File: config.mk
export PLATFORM = sky130hd
export DESIGN_NAME = req_fifo
export DESIGN_NICKNAME = d
export VERILOG_FILES = /design/src/verilog/mem_pkg.sv /design/src/verilog/req_fifo.sv
export VERILOG_INCLUDE_DIRS = /design/src /design/src/verilog
export SDC_FILE = /design/constraint.sdc
export NUM_CORES = 1
export LEC_CHECK = 0
export BUFFER_PORTS_ARGS = -buffer_cell sky130_fd_sc_hd__buf_2
export CAP_MARGIN = 30
export CORE_MARGIN = 5
export CORE_UTILIZATION = 45
export DETAILED_ROUTE_END_ITERATION = 10
export PLACE_DENSITY_LB_ADDON = 0.2
export SYNTH_ARGS = -nofsm -noshare
export SYNTH_HDL_FRONTEND = slang
export SYNTH_SLANG_ARGS = --single-unit
File: constraint.sdc
create_clock -name clk -period 3 [get_ports clk]
set_input_delay 0 -clock clk [delete_from_list [all_inputs] [get_ports clk]]
set_output_delay 0 -clock clk [all_outputs]
set_load 0.01 [all_outputs]
File: src/verilog/mem_macros.svh
`ifndef MEM_MACROS_SVH
`define MEM_MACROS_SVH

`define MEM_ADDR_W    32   // byte address width
`define MEM_DATA_W    32   // word width
`define MEM_WORDS     1024 // depth in words
`define REQ_DEPTH     2    // fifo depth and credits per port
`define CFG_ADDR_W    8
`define CFG_DATA_W    8
`define CFG_WAIT_ADDR 0
`define CFG_PRIO_ADDR 1

`endif
File: src/verilog/mem_pkg.sv
`include "mem_macros.svh"

package mem_pkg;

    // fetch request carries only the byte address
    typedef logic [`MEM_ADDR_W-1:0] inst_req_t;

    // load/store request, mask is one bit per data bit
    typedef struct packed {
        logic                   write;
        logic [`MEM_ADDR_W-1:0] addr;
        logic [`MEM_DATA_W-1:0] wdata;
        logic [`MEM_DATA_W-1:0] wmask;
    } data_req_t;

    typedef logic [2:0] wait_t; // extra read latency in cycles

endpackage

File: src/verilog/req_fifo.sv
`timescale 1ns/1ps
`include "mem_macros.svh"

module req_fifo #(
    parameter type payload_t = mem_pkg::inst_req_t,
    parameter int  DEPTH     = `REQ_DEPTH
) (
    input  logic     clk,
    input  logic     rst,
    input  logic     push,
    input  payload_t push_data,
    input  logic     pop,
    output logic     head_valid,
    output payload_t head_data
);

    localparam int PTR_W = (DEPTH > 1) ? $clog2(DEPTH) : 1;
    localparam int CNT_W = $clog2(DEPTH + 1);

    payload_t           slots [DEPTH];
    logic [PTR_W-1:0]   rd_ptr;
    logic [PTR_W-1:0]   wr_ptr;
    logic [CNT_W-1:0]   count;

    assign head_valid = (count != '0);
    assign head_data  = slots[rd_ptr];

    always_ff @(posedge clk) begin
        if (push) begin
            slots[wr_ptr] <= push_data; // sender never pushes while full
        end
    end

    always_ff @(posedge clk) begin
        if (rst) begin
            rd_ptr <= '0;
            wr_ptr <= '0;
            count  <= '0;
        end else begin
            if (push) begin
                wr_ptr <= (wr_ptr == PTR_W'(DEPTH - 1)) ? '0 : wr_ptr + 1'b1;
            end
            if (pop) begin
                rd_ptr <= (rd_ptr == PTR_W'(DEPTH - 1)) ? '0 : rd_ptr + 1'b1;
            end
            if (push && !pop) begin
                count <= count + 1'b1;
            end else if (pop && !push) begin
                count <= count - 1'b1;
            end
        end
    end

endmodule

==> flow_metrics.py <==
metrics = {
    "status": {
        "run_status": "finished, final reports clean",
    },
    "route": {
        "first_pass_iters": 4,
        "ant_nets": 0,
        "wl_per_cell_microns": 14.5,
        "vias": 1407,
        "drt_iter0_drc": 48,
        "drc": 0,
        "drt-total-wl_microns": 4490,
        "routed_via_density": 4.54,
    },
    "cts": {
        "htreeDepth": 3,
        "cts-root-buf": "clkbuf_8",
        "cts_tree": "done",
        "postCtsSetupRepairBufs": 0,
        "path_clk_slew_ns": 0.07,
        "clock_path_buffers": 2,
        "hold_buffers": 35,
        "cts_sinks": 69,
        "postCtsResizedCells": 0,
        "clk_latency_ns": 0.32,
        "cts_buffers": 9,
    },
    "critical_path": {
        "cp.arrival_ns": 1.55,
        "endpoint_kind": "output pin",
        "reg2reg_depth": 1,
        "cp.required_ns": 3.00,
        "startpoint_type": "flip-flop",
        "critPathKind": "flip-flop to output pin",
        "crit_fanout": 32,
        "r2r-start": "wr_ptr",
    },
    "yosys": {
        "avgSynthCellArea_sq_um": 20.8,
        "synth_area_sq_um": 2520,
        "synth.distinct_cells": 17,
        "yosysWarnings": 0,
        "synth-seq-cells": 69,
        "ys_seq_area_share_pct": 80.2,
        "syn_inst": 121,
        "synth_fp_nets": 158,
    },
    "placed_design": {
        "place_hpwl_microns": 2830,
        "place_area_sq_um": 2940,
        "gp_congestion": 0.673,
        "io_buffers": 68,
    },
    "hold_path": {
        "min_from": "push_data[28]",
        "hold_depth": 2,
        "worst_hold_path_type": "input pin to flip-flop",
    },
    "timing": {
        "setup_viol": 0,
        "fin_tns_setup_ns": 0,
        "tightestPinTransition_ns": 0.898,
        "final-hold-violation-count": 0,
        "finalCritPeriodShare_pct": 51.6,
        "fin_crit_ns": 1.55,
        "relSlewSlack_pct": 40.0,
        "rsz0062_at_grt": "false",
        "skew_ns": 0.00569,
        "fmax_ghz": 0.645,
        "slew_viol_final": 0,
    },
    "floorplanning": {
        "io_pins": 69,
        "die-area_sq_um": 7200,
        "dieHeight_microns": 84.9,
        "core.rowCount": 27,
        "start_util_pct": 46.1,
        "core_sq_um": 5470,
        "die_w_microns": 84.9,
    },
    "global_route": {
        "gr-usage-met1_pct": 15.4,
        "overflow": 0,
        "grt_first_pass_wirelength_microns": 7370,
        "grt_max_degree": 33,
        "met2_usage_pct": 22.1,
        "grt-busiest-layer": "met2",
        "grt_use_total_pct": 13.5,
        "antenna_found_initial": 0,
        "grt_pass1_vias": 1596,
        "use_met3_pct": 5.05,
    },
    "layout": {
        "antennaDiodeCount": 0,
        "drive_gt1_share_pct": 48.3,
        "syn2layout_area_growth_pct": 37.2,
        "final_nets": 270,
        "final_area_sq_um": 3460,
    },
    "power": {
        "power_leakage_uw": 0.00133,
        "vdd_ir_drop_max_mv": 0.269,
        "power-per-cell-area_nw_per_um2": 591,
    },
    "run": {
        "cap_violations": 0,
    },
}
## through the flow
stage / power, uW / instances / hold WS [ns] / worst slack, ns / utilization (%)
final: 2050 / 310 / 0.395 / 1.45 / 63.2
after CTS: 2080 / 310 / 0.372 / 1.40 / 63.2
after global routing: 2150 / 310 / 0.371 / 1.36 / 63.2
after detailed placement: 1390 / 259 / 0.192 / 1.50 / 53.7
after floorplan: 1300 / 121 / 0.0691 / 0.808 / -
after global placement: 1380 / 259 / 0.190 / 1.55 / 53.7
## metal layers
layer | up-vias | routed length [microns] | part of all wire [%]
met5 | - | 0 | 0
met3 | 7 | 374 | 8.3
met4 | 0 | 57 | 1.3
li1 | 688 | - | -
met1 | 663 | 1880 | 42
met2 | 49 | 2180 | 48
## worst paths after layout
path,endpoint,slack (ns)
setup / recovery,head_data[26],1.45
hold / removal,slots[0][28],0.39
setup reg to reg,slots[0][27],1.55
hold reg to reg,count[1],0.49
## where the power goes
| group | leakage (uW) | internal (uW) | total (uW) | switching (uW) |
|---|---|---|---|---|
| combinational | 0.000600 | 140 | 265 | 126 |
| sequential | 0.000642 | 1120 | 1140 | 17.0 |
| clock | 0.0000905 | 344 | 643 | 300 |
| total | 0.00133 | 1600 | 2050 | 443 |
## state kept, by name, indices dropped and copies added, names as in the netlist, named ones only
signal and flops:
rd_ptr 1, slots 64, count 2, wr_ptr 1
## worst max-delay path: stages, from the launching register on
cell and delay (ns):
dfxtp_1 0.31, buf_4 0.37, mux2_2 0.40, buf_2 0.14
## cells in the final DEF (no fill, tap or decap)
cell type / n
xor2_1: 2
buf_2: 68
clkinv_2: 2
dlygate4sd3_1: 35
or2_2: 1
mux2_1: 2
mux2_2: 30
ha_1: 1
xnor2_1: 2
inv_1: 1
or3_1: 1
nor2b_4: 1
and2_1: 1
nor2_1: 4
buf_4: 2
dfxtp_1: 5
o21ai_0: 1
clkbuf_1: 3
clkbuf_8: 11
edfxtp_1: 64
a21oi_1: 1
## cell families after synthesis
kind of cell	count (synthesis)	share of synthesized area, %
simple gates	8	1.59
buf+inv	5	1.69
xor+xnor	4	1.39
fa+ha+maj	1	0.496
compound gates	2	0.396
flops	69	80.2
mux	32	14.3
## synthesized netlist by cell type
cell type / instances / area [sq um]
nor2_1: 4 / 15.0
a21oi_1: 1 / 5.00
and2_1: 1 / 6.26
mux2_1: 2 / 22.5
or3_1: 1 / 6.26
clkbuf_2: 1 / 5.00
dfxtp_1: 5 / 100
buf_6: 3 / 33.8
mux2_2: 30 / 338
or2_2: 1 / 6.26
edfxtp_1: 64 / 1920
xor2_1: 2 / 17.5
xnor2_1: 2 / 17.5
ha_1: 1 / 12.5
inv_1: 1 / 3.75
nor2b_1: 1 / 6.26
o21ai_0: 1 / 5.00
## layout make-up
type                            instances  area (sq um)
Clock buffer                           14           163
Multi-Input combinational cell         47           465
Clock inverter                          2          10.0
Timing Repair Buffer                  105           706
Inverter                                1          3.75
Fill cell                             423          2010
Sequential cell                        69          2020
Tap cell                               72          90.1
Power figures use the tool's default switching activity.
