[src/verilog/mem_macros.svh]
`ifndef MEM_MACROS_SVH
`define MEM_MACROS_SVH

`define MEM_ADDR_W    32   // byte address width
`define MEM_DATA_W    32   // word width
`define MEM_WORDS     1024 // depth in words
`define REQ_DEPTH     2    // fifo depth and credits per port
`define CFG_ADDR_W    8
`define CFG_DATA_W    8
`define CFG_WAIT_ADDR 0
`define CFG_PRIO_ADDR 1

`endif
[src/verilog/mem_pkg.sv]
`include "mem_macros.svh"

package mem_pkg;

    // fetch request carries only the byte address
    typedef logic [`MEM_ADDR_W-1:0] inst_req_t;

    // load/store request, mask is one bit per data bit
    typedef struct packed {
        logic                   write;
        logic [`MEM_ADDR_W-1:0] addr;
        logic [`MEM_DATA_W-1:0] wdata;
        logic [`MEM_DATA_W-1:0] wmask;
    } data_req_t;

    typedef logic [2:0] wait_t; // extra read latency in cycles

endpackage

[src/verilog/mem_port_arbiter.sv]
`timescale 1ns/1ps
`include "mem_macros.svh"

module mem_port_arbiter (
    input  logic                   clk,
    input  logic                   rst,
    input  logic                   halt,
    input  logic                   data_first,

    input  logic                   i_valid,
    input  mem_pkg::inst_req_t     i_head,
    output logic                   i_pop,

    input  logic                   d_valid,
    input  mem_pkg::data_req_t     d_head,
    output logic                   d_pop,

    output logic                   cmd_valid,
    output logic                   cmd_write,
    output logic [`MEM_ADDR_W-1:0] cmd_addr,
    output logic [`MEM_DATA_W-1:0] cmd_wdata,
    output logic [`MEM_DATA_W-1:0] cmd_wmask,
    input  logic                   busy,
    input  logic                   rvalid,
    input  logic [`MEM_DATA_W-1:0] rdata,

    output logic                   inst_rvalid,
    output logic [`MEM_DATA_W-1:0] inst_rdata,
    output logic                   d_rvalid,
    output logic [`MEM_DATA_W-1:0] d_rdata
);

    typedef enum logic [0:0] {
        idle,
        wait_read
    } state_t;

    state_t state;
    logic   owner_data; // read in flight belongs to data port
    logic   take_data;
    logic   accept;

    // data head wins only when it is alone or has priority
    assign take_data = d_valid && (data_first || !i_valid);

    assign cmd_valid = (state == idle) && !halt && (i_valid || d_valid);
    assign cmd_write = take_data && d_head.write;
    assign cmd_addr  = take_data ? d_head.addr : i_head;
    assign cmd_wdata = d_head.wdata;
    assign cmd_wmask = d_head.wmask;

    assign accept = cmd_valid && !busy;
    assign i_pop  = accept && !take_data; // doubles as inst credit
    assign d_pop  = accept && take_data;  // doubles as data credit

    always_ff @(posedge clk) begin
        if (rst) begin
            state      <= idle;
            owner_data <= 1'b0;
        end else begin
            case (state)
                idle: begin
                    if (accept && !cmd_write) begin
                        state      <= wait_read;
                        owner_data <= take_data;
                    end
                end
                wait_read: begin
                    if (rvalid) begin
                        state <= idle; // writes never get here
                    end
                end
                default: begin
                    state <= idle;
                end
            endcase
        end
    end

    // read data is steered to whoever issued the read
    assign inst_rvalid = (state == wait_read) && rvalid && !owner_data;
    assign d_rvalid    = (state == wait_read) && rvalid && owner_data;
    assign inst_rdata  = rdata;
    assign d_rdata     = rdata;

endmodule

[config.mk]
export PLATFORM = sky130hd
export DESIGN_NAME = mem_port_arbiter
export DESIGN_NICKNAME = d
export VERILOG_FILES = /design/src/verilog/mem_pkg.sv /design/src/verilog/mem_port_arbiter.sv
export VERILOG_INCLUDE_DIRS = /design/src /design/src/verilog
export SDC_FILE = /design/constraint.sdc
export NUM_CORES = 1
export LEC_CHECK = 0
export BUFFER_PORTS_ARGS = -buffer_cell sky130_fd_sc_hd__buf_2
export CAP_MARGIN = 20
export CORE_AREA = 2 2 130 132
export DETAILED_ROUTE_END_ITERATION = 7
export DIE_AREA = 0 0 132 134
export GPL_ROUTABILITY_DRIVEN = 0
export GPL_TIMING_DRIVEN = 0
export SYNTH_ARGS = -nofsm -noshare
export SYNTH_HDL_FRONTEND = slang
export SYNTH_SLANG_ARGS = --single-unit
export TNS_END_PERCENT = 5
[constraint.sdc]
create_clock -name clk -period 1.7 [get_ports clk]
set_input_delay 0 -clock clk [delete_from_list [all_inputs] [get_ports clk]]
set_output_delay 0 -clock clk [all_outputs]
set_load 0.01 [all_outputs]
==> summary.md <==
| Metric | Value |
|---|---|
| Area delta synth->final | `103%` |
| FP Rows | `47` |
| Fmax | `689 MHz` |
| Tot GR Track Use | `under 10%` |
| Crit path launch type | `register` |
| Flop2flop setup slack | `around 0.45 ns` |
| Slowest stage delay, CP | `0.53 ns` |
| Clock-pin slew on the worst setup and hold paths | `about 0.030 ns` |
| FFs w/ async S/R, synth | `0%` |
| WS Path Type | `reg2out` |
| Ys Warns | `0` |
| Synth Register Bits | `2` |
| Clk sinks | `2` |
| CP Capture Type | `output port` |
| Cell Count Post-Placement | `640` |
| Largest net degree at the start of global routing | `11` |
| Hold Fails Final Rpt | `0` |
| Peak VDD IR | `approximately 0.22 mV` |
| DRC violations left | `0` |
| # IOs | `around 340` |
| Final WS setup | `0.249 ns` |
| Cells after Synth | `roughly 180` |
| Routed WL per cell | `between 9 and 10 µm` |
| Synth top area share | `between 60% and 70%` |
| Non-filler cells, final | `644` |
| LEAKAGE | `around 0.0018 µW` |
| Relative slew margins | `67.6%` |
| Tcrit/Tclk final | `between 80 and 90%` |
| Syn Nets | `~350` |
| Vias | `just under 2k` |
| Hold WC Path Type | `in2reg` |
| Finish-stage setup viols | `0` |
| IO buf count | `between 200 and 250` |
| Global-route wire length before repair | `8530 µm` |
| Setup TNS | `0 ns` |
| Post-synth top area cell | `buf_4` |
| CTS tree | `done` |
| CORE AREA | `approximately 16,000 µm²` |
| Post-DP HPWL | `5840 µm` |
| Latest clock arrival within the worst-skew pair | `between 0.2 and 0.25 ns` |
| Routed Wire Length | `around 6300 µm` |
| Hold Startpoint | `d_head[96]` |
| Status | `completed` |
| Final core utilization | `around a fifth` |
| Placement Setup Slack | `around 0.21 ns` |
| Max-Cap Viols | `0` |
| Via density | `roughly 3.0` |
| CP max FO | `5` |
| Post-synthesis sequential area ratio | `approximately 2.7%` |
| RSZ-0062 raised after global routing | `false` |
| Ant. Diodes | `0` |
| Post-synth EDFFs | `0` |
| Post-cts resize count | `0` |
| Most used flip-flop cell after synthesis | `dfxtp_1` |
| Hold Crit Endpoint | `owner_data$_SDFFE_PP0P_` |
| Layout cells sized above 1 | `~96%` |
| Starting DRC count in detailed routing | `33` |
| Top post-synthesis cells by count | `buf_4, mux2_2, nor2_1` |
| Least-Margin Pin Slew | `around 0.48 ns` |
| CTS Buf Count | `3` |
| Worst Skew | `~0.0023 ns` |
| RR Endpoint | `owner_data$_SDFFE_PP0P_` |
| Die Y | `about 130 µm` |
| Worst Path Required | `roughly 1.7 ns` |
| Mean Syn Cell Area | `between 8 and 9 µm²` |
| Number of H-tree levels | `1` |
| # nets final | `slightly below 600` |
| Count leader, synth | `buf_4` |
| Pre-Repair DR Iteration Count | `2` |
| Die ar. | `between 15,000 and 20,000 µm²` |
| Fin. max-slew vios | `0` |
| CP max stage cell | `or4_4` |
| Number of global-route vias before repair | `approximately 1.7k` |
| P per Cell Area | `385 nW/µm²` |
| Cell chain of the critical path | `or4_4 > and2b_2 > buf_2` |
| ANT nets after route | `0` |
| Top cells by area, synth | `buf_4, mux2_2, dfxtp_1, mux2_1, o21ai_4` |
| Reg2Reg Depth | `3` |
| Antenna violations before repair | `1` |
| DIE WIDTH | `132 µm` |
| Hold Path Stages | `3` |
| Critical Path AT | `~1.5 ns` |
| Reg2reg start | `state$_SDFF_PP0_` |
| Root buf cell | `clkbuf_16` |
| Overflow after GRT | `0` |
| Bufs on Longest Clock Path | `2` |
| Initial Util | `under 10%` |
| Mapped cell area | `roughly 1500 µm²` |
| Final Critical Period | `around 1.5 ns` |
| Postcts setup bufs | `0` |
| Yosys cell types | `17` |
==> metrics by stage <==
stage	instance area, µm²	total power [µW]	hold WS [ns]
4_1_cts	3050	1190	0.0941
5_1_grt	3050	1250	0.110
2_1_floorplan	1500	513	0.0544
3_5_place_dp	2970	835	0.184
3_3_place_gp	2970	831	0.184
6_report	3050	1170	0.0906
==> flip-flops by register name (all words and copies together), names as in the netlist <==
| register | flops |
|---|---|
| owner_data | 1 |
| state | 1 |
==> worst max-delay path, delay by kind of cell (launching register included) <==
family / cells / cell delay, ns
flops: 1 / 0.32
simple gates: 2 / 0.77
buf+inv: 1 / 0.13
==> repair_timing <==
item	in CTS	in global routing
endpoints found under the hold margin	2	0
setup endpoints to repair	0	0
hold buffers	1	0
==> worst max path at each step <==
stage / end / slack [ns] / depth (start not counted) / startpoint
2_1_floorplan: owner_data$_SDFFE_PP0P_ / 0.45 / 3 / state$_SDFF_PP0_
3_3_place_gp: cmd_addr[14] / 0.20 / 6 / i_valid
3_5_place_dp: cmd_addr[14] / 0.21 / 6 / i_valid
4_1_cts: cmd_addr[14] / 0.21 / 6 / i_valid
5_1_grt: cmd_addr[14] / 0.17 / 6 / i_valid
6_report: i_pop / 0.25 / 3 / state$_SDFF_PP0_
==> routing by layer <==
| layer | global-route usage [%] | routed length (µm) | vias up |
|---|---|---|---|
| li1 | - | - | 939 |
| met3 | 2.00 | 859 | 6 |
| met1 | 6.06 | 2060 | 833 |
| met4 | 1.15 | 37 | 2 |
| met2 | 11.9 | 3350 | 166 |
| met5 | 0 | 11 | - |
==> report_power, final <==
part	leakage (µW)	switching, µW	internal, µW	total (µW)
Sequential	0.0000163	1.81	49.6	51.4
Combinational	0.00176	309	465	774
Clock	0.0000370	50.5	299	349
Total	0.00181	361	814	1170
==> final cells by class <==
cell class | count | area (µm²)
buffer | 131 | 983
inverter | 2 | 7.51
tap | 220 | 275
timing repair buffer | 239 | 1200
fill | 1828 | 13200
sequential | 2 | 40.0
clock buffer | 3 | 75.1
multi-input combinational | 47 | 469
==> layout by cell type (no fill, tap or decap), drive strengths merged <==
cell           n
buf          369
mux2          32
nor2           4
clkbuf         3
inv            2
dfxtp          2
nor3           2
o21ai          1
or4            1
and2b          1
nand2          1
and3           1
o21ba          1
o21bai         1
nand2b         1
a21oi          1
dlygate4sd3    1
==> logic make-up after synthesis <==
family,after synthesis,synth area share (%)
AO/OA/AOI/OAI,4,2.84
buffers and inverters,133,66.1
flip-flops,2,2.67
multiplexers,32,24.0
AND/OR/NAND/NOR,11,4.42
(Power assumes the default switching activity.)
