`config.mk`:
```
export PLATFORM = sky130hd
export DESIGN_NAME = mem_cfg_regs
export DESIGN_NICKNAME = d
export VERILOG_FILES = /design/src/verilog/mem_pkg.sv /design/src/verilog/mem_cfg_regs.sv
export VERILOG_INCLUDE_DIRS = /design/src /design/src/verilog
export SDC_FILE = /design/constraint.sdc
export NUM_CORES = 1
export LEC_CHECK = 0
export ABC_AREA = 0
export BUFFER_PORTS_ARGS = -buffer_cell sky130_fd_sc_hd__buf_4
export CORE_AREA = 2 2 39 41
export CTS_BUF_LIST = sky130_fd_sc_hd__clkbuf_2
export DETAILED_ROUTE_END_ITERATION = 12
export DIE_AREA = 0 0 41 43
export PLACE_DENSITY = 0.65
export SLEW_MARGIN = 20
export SYNTH_ARGS = -nofsm -noshare
export SYNTH_HDL_FRONTEND = slang
export SYNTH_SLANG_ARGS = --single-unit
```
`constraint.sdc`:
```
create_clock -name clk -period 1.5 [get_ports clk]
set_clock_uncertainty 0.05 [all_clocks]
set_input_delay 0.3 -clock clk [delete_from_list [all_inputs] [get_ports clk]]
set_output_delay 0.3 -clock clk [all_outputs]
set_load 0.01 [all_outputs]
```
`src/verilog/mem_macros.svh`:
```
`ifndef MEM_MACROS_SVH
`define MEM_MACROS_SVH

`define MEM_ADDR_W    32   // byte address width
`define MEM_DATA_W    32   // word width
`define MEM_WORDS     1024 // depth in words
`define REQ_DEPTH     2    // fifo depth and credits per port
`define CFG_ADDR_W    8
`define CFG_DATA_W    8
`define CFG_WAIT_ADDR 0
`define CFG_PRIO_ADDR 1

`endif
```
`src/verilog/mem_pkg.sv`:
```
`include "mem_macros.svh"

package mem_pkg;

    // fetch request carries only the byte address
    typedef logic [`MEM_ADDR_W-1:0] inst_req_t;

    // load/store request, mask is one bit per data bit
    typedef struct packed {
        logic                   write;
        logic [`MEM_ADDR_W-1:0] addr;
        logic [`MEM_DATA_W-1:0] wdata;
        logic [`MEM_DATA_W-1:0] wmask;
    } data_req_t;

    typedef logic [2:0] wait_t; // extra read latency in cycles

endpackage

```
`src/verilog/mem_cfg_regs.sv`:
```
`timescale 1ns/1ps
`include "mem_macros.svh"

module mem_cfg_regs (
    input  logic                   clk,
    input  logic                   rst,
    input  logic                   cfg_we,
    input  logic [`CFG_ADDR_W-1:0] cfg_addr,
    input  logic [`CFG_DATA_W-1:0] cfg_wdata,
    output logic [`CFG_DATA_W-1:0] cfg_rdata,
    output mem_pkg::wait_t         wait_states,
    output logic                   data_first
);

    logic sel_wait;
    logic sel_prio;

    assign sel_wait = (cfg_addr == `CFG_ADDR_W'(`CFG_WAIT_ADDR));
    assign sel_prio = (cfg_addr == `CFG_ADDR_W'(`CFG_PRIO_ADDR));

    always_ff @(posedge clk) begin
        if (rst) begin
            wait_states <= '0;
            data_first  <= 1'b0; // fetch first out of reset
        end else if (cfg_we) begin
            if (sel_wait) begin
                wait_states <= cfg_wdata[2:0];
            end
            if (sel_prio) begin
                data_first <= cfg_wdata[0];
            end
        end
    end

    // unmapped addresses read as zero
    always_comb begin
        cfg_rdata = '0;
        if (sel_wait) begin
            cfg_rdata[2:0] = wait_states;
        end else if (sel_prio) begin
            cfg_rdata[0] = data_first;
        end
    end

endmodule

```
==> results of run 1 <==
==> metrics by stage <==
stage / setup WS, ns / power (W) / hold slack, ns
finish: 0.0272 / 0.000258 / 0.311
global route: -0.0310 / 0.000280 / 0.301
CTS: 0.00611 / 0.000266 / 0.299
detailed placement: -0.0140 / 0.000162 / 0.443
global placement: 0.00695 / 0.000160 / 0.424
floorplan: 0.152 / 0.000134 / 0.401
==> cell families (layout without fill, tap and decap cells) <==
family	count (synthesis)	count (layout)
flip-flops	4	4
buffers and inverters	5	25
other	1	5
multiplexers	5	5
AND/OR/NAND/NOR	16	16
==> timing repair <==
item / 4_1_cts / 5_1_grt
pin swaps: 4 / 3
endpoints found under the setup margin: 2 / 3
gates resized for setup: 5 / 3
==> critical path: stages <==
cell	delay, ns
buf_6	0.09
nor4_4	0.28
and3b_2	0.23
and2_4	0.13
buf_6	0.09
==> flip-flops by register name, summed over array words and instances (netlist names) <==
register and cells:
data_first 1, wait_states 3
==> worst paths after layout <==
kind | startpoint | slack (ns) | to | cells after the start
hold / removal | cfg_wdata[2] | 0.31 | wait_states[2] | 3
setup reg to reg | wait_states[0] | 0.85 | wait_states[0] | 2
setup / recovery | cfg_addr[6] | 0.03 | cfg_rdata[1] | 5
hold reg to reg | data_first | 0.45 | data_first | 2
==> per-layer routing <==
layer | vias to the layer above | share of wire [%] | GRT usage (%)
li1 | 143 | - | -
met1 | 126 | 33 | 7.74
met3 | 2 | 15 | 3.14
met5 | - | 0 | 0
met4 | 0 | 1.8 | 8.00
met2 | 21 | 50 | 11.9
==> where the power goes <==
part	total [W]	internal, W	switching, W	leakage, nW
Sequential	0.000107	0.000107	0.000000104	0.0322
Clock	0.0000967	0.0000538	0.0000429	0.0125
Combinational	0.0000543	0.0000329	0.0000214	0.228
==> final cells by class <==
cell class                 count  area, µm²
tap                           16       20.0
multi-input combinational     26        205
clock buffer                   3       15.0
timing repair buffer          22        180
sequential                     4       80.1
fill                         158        883
==> cells in the final DEF (no fill, tap or decap), drive strengths merged <==
cell	synthesis	final
and2	2	2
clkbuf	0	3
nor2	1	1
nor3	1	1
and3b	1	1
dfxtp	4	4
nor4	1	1
conb	1	5
nand2	1	1
nand2b	7	7
nand4b	1	1
buf	5	22
nand4	1	1
mux2i	5	5
==> run metrics, run 1 <==
status finished, final reports clean; hold violation count in the final report 0; total CTS buffers 3; Peak VDD IR 0.193 mV; Initial Util between 20 and 25%; Tightest Hold Check Type in2reg; Final Cell Area between 500 and 600 µm²; syn_area_per_cell slightly below 10 µm²; Sum Neg Setup Slack 0 ns; Distinct cells, synth 13; Nets 76; count leader, synth nand2b_1; min Tclk post-route 1.47 ns; Core ar. 1380 µm²; Max Slew Vio Count 0; Routability Congestion 0.644; Synth Area in Adders 0%; CP max FO 2; Post-synth top flop dfxtp_1; Startpoint Class input pin; Tcrit/Tclk final ~98%; drt pass-1 iters 2; Util after Layout a little over a third; initial antenna violation count 0; Post-Syn Area between 200 and 300 µm²; Layout area overhead 68.1%; drt drc 0; total power divided by cell area around 500 nW/µm²; I/O pin total 31; sequential area share after synthesis between 20% and 30%; Clk pin slew, worst setup/hold paths around 0.040 ns; Crit. End Element output pin; Finished Layout Cells slightly above 70; CTS tree yes; final setup vio count 0; largest family of logic cells by synthesized area simple AND/OR/NAND/NOR gates; Placed Instances just under 70; drt via density a little over 4; Buffers on Ports 20; Die Y between 40 and 50 µm; Tot GR Track Use 8.04%; clock root buffer clkbuf_2; postcts setup bufs 0; DPL Wire Length about 570 µm; yosys warns 0; Yosys reg bits 4; Synth Area in Simple Gates 42.4%; asr flop ratio synth 0%; Worst EP required 1.15 ns; Iteration-0 DRC Markers 6; clk_lat worst skew roughly 0.20 ns; RSZ-0062 raised after global routing true; Final ANT Viol Nets 0; Compound-Gate Fraction of Synth Area 0%; share of layout cells above drive strength 1 between 60% and 70%; Synth top cells by count nand2b_1, buf_4, mux2i_1, dfxtp_1, and2_1; Pleak around 0.27 nW; critical path class in2out; max frequency ~680 MHz; # hold bufs at CTS 0; xor/xnor share of the synthesized area 0%; Detailed Route WL roughly 670 µm; first-pass GRT wire length slightly below 900 µm; CTS Buffer Depth 2; CTS HTree Levels 1; area leader, netlist dfxtp_1; largest net degree at the start of global routing 8; via count a little under 300; number of max-cap violations 0; mux share of post-synthesis cell area between 15 and 20%; GRT overflow 0; Area after DPL between 400 and 500 µm²; cell count after synthesis 31; clock sinks 4; die span in x just over 40 µm; Synth area leaders dfxtp_1, mux2i_1, nand2b_1; EDFF count, synth 0; Critical Path AT 1.12 ns; vias in the first global route about 240; FP Rows 14; Diodes inserted 0; Die ar. 1760 µm²; DR WL/cell 9.45 µm; Synth top area share approximately 27%
Note: power is estimated with default switching activity, not from simulation.
==> inputs of run 2 (changes only) <==
- PLACE_DENSITY: 0.65 -> default
- PLACE_DENSITY_LB_ADDON: default -> 0.05
==> run 2 against run 1 <==
  * Via count down 5.8%
  * Sequential power about the same
  * Final area shrank 1.0%
  * Non-clock buffer count is the same
==> run metrics, run 2 (synthesis gave the netlist of run 1 again) <==
Startpoint Class input pin; vias in the first global route 279; Layout area overhead 66.4%; Placed Instances ~70; GRT overflow 0; clock sinks 4; slowest CP cell nor4_4; Critical Path AT ~1.1 ns; status finished, final reports clean; Most Frequent Cell on Critical Path buf_6; CTS HTree Levels 1; Worst EP required around 1.2 ns; clock power share approximately 38%; top flop regs wait_states: 3 flops, data_first: 1 flops; most frequent cells in the layout buf_4, nand2b_1, mux2i_1, conb_1; total power divided by cell area about 520 nW/µm²; NetSw ~0.000065 W; commonest non-fill, non-tap cell in the layout buf_4; Seq pwr share 41.4%; Tightest Hold Check Type in2reg; first-pass GRT wire length just over 1 mm; max reg flops 3; Die Y roughly 43 µm; Nets 76; Tcrit/Tclk final a little over nine tenths; Final ANT Viol Nets 0; Peak VDD IR about 0.27 mV; Worst setup startpoint cfg_addr[6]; Finished Layout Cells 71; FP Rows 14; hold_sp cfg_wdata[1]; initial antenna violation count 0; Hold Slack 0.298 ns; Combinational Power Share about a fifth; final worst slack roughly 0.036 ns; Sum Neg Setup Slack 0 ns; Detailed Route WL 635 µm; drt pass-1 iters 2; via count 275; Routability Congestion approximately 0.56; Tot GR Track Use about 8.6%; Clk pin slew, worst setup/hold paths approximately 0.040 ns; fillers roughly 160; cell family with most CP delay simple AND/OR/NAND/NOR gates; max frequency 683 MHz; sw frac about 25%; register with the highest flop count wait_states; final setup vio count 0; Core ar. between 1000 and 1500 µm²; r2r startpoint wait_states[2]; postcts setup bufs 0; Buffers on Ports 20; Iteration-0 DRC Markers 8; clk_lat worst skew approximately 0.21 ns; drt via density between 3 and 4; Pleak 0.272 nW; RSZ-0062 raised after global routing true; Initial Util between 20% and 30%; min Tclk post-route 1.46 ns; hold violation count in the final report 0; drt drc 0; pre-CTS WS around 0.0011 ns; Crit. End Element output pin; CP max stage delay 0.26 ns; Max Slew Vio Count 0; DR WL/cell just under 9 µm; Die ar. between 1500 and 2000 µm²; cell chain of the critical path buf_6, nor4_4, and3b_2, and2_4, buf_6; critical path class in2out; share of layout cells above drive strength 1 between 50% and 60%; largest net degree at the start of global routing 8; number of max-cap violations 0; CTS tree yes; CTS Buffer Depth 2; I/O pin total 31; Power, Total about 0.00026 W; total CTS buffers 3; die span in x about 41 µm; Diodes inserted 0; CP max FO 2; Cell Int Power a little under 0.0002 W; DPL Wire Length about 540 µm; clock root buffer clkbuf_2; buffers plus inverters on the worst setup path 2
==> run 2: cell type report <==
class                   instances  area (µm²)  area share (%)
clock buffers                   3        15.0            3.03
flip-flops and latches          4        80.1            16.2
well taps                      16        20.0            4.04
repair buffers                 22         180            36.4
multi-input cells              26         200            40.4
==> run 2: through the flow <==
stage / cell area (µm²) / utilization [%]
2_1_floorplan: 313 / -
3_3_place_gp: 460 / 33.3
3_5_place_dp: 460 / 33.3
4_1_cts: 492 / 35.5
5_1_grt: 495 / 35.8
6_report: 495 / 35.8
==> run 2: tightest hold or removal path, stage by stage <==
cell      delay, ns
buf_4          0.07
nand2b_1       0.04
mux2i_1        0.10
==> run 2: power by group through the flow <==
stage                     clock (W)  combinational, W  sequential (W)
final                     0.0000983         0.0000534        0.000107
after detailed placement          0         0.0000521        0.000109
after floorplan                   0         0.0000255        0.000109
after global placement            0         0.0000508        0.000109
after global routing       0.000108         0.0000591        0.000107
after CTS                  0.000101         0.0000530        0.000107
==> run 2: worst paths after layout <==
kind	endpoint	slack [ns]	depth (start not counted)
max	cfg_rdata[1]	0.04	5
min	wait_states[1]	0.30	3
max reg2reg	wait_states[2]	0.84	2
min reg2reg	wait_states[1]	0.44	2
==> run 2: layer usage <==
layer	vias to the layer above	GRT usage, %	routed length, µm	part of all wire [%]
met2	20	12.8	283	45
met5	-	0	0	0
met1	110	8.71	238	37
met3	2	3.14	94	15
li1	143	-	-	-
met4	0	8.00	19	3.0
==> run 2: timing repair <==
item	in CTS	in global routing
gates resized for setup	5	1
endpoints found under the setup margin	2	3
endpoints found under the hold margin	0	0
hold buffers	0	0
pin swaps	4	2
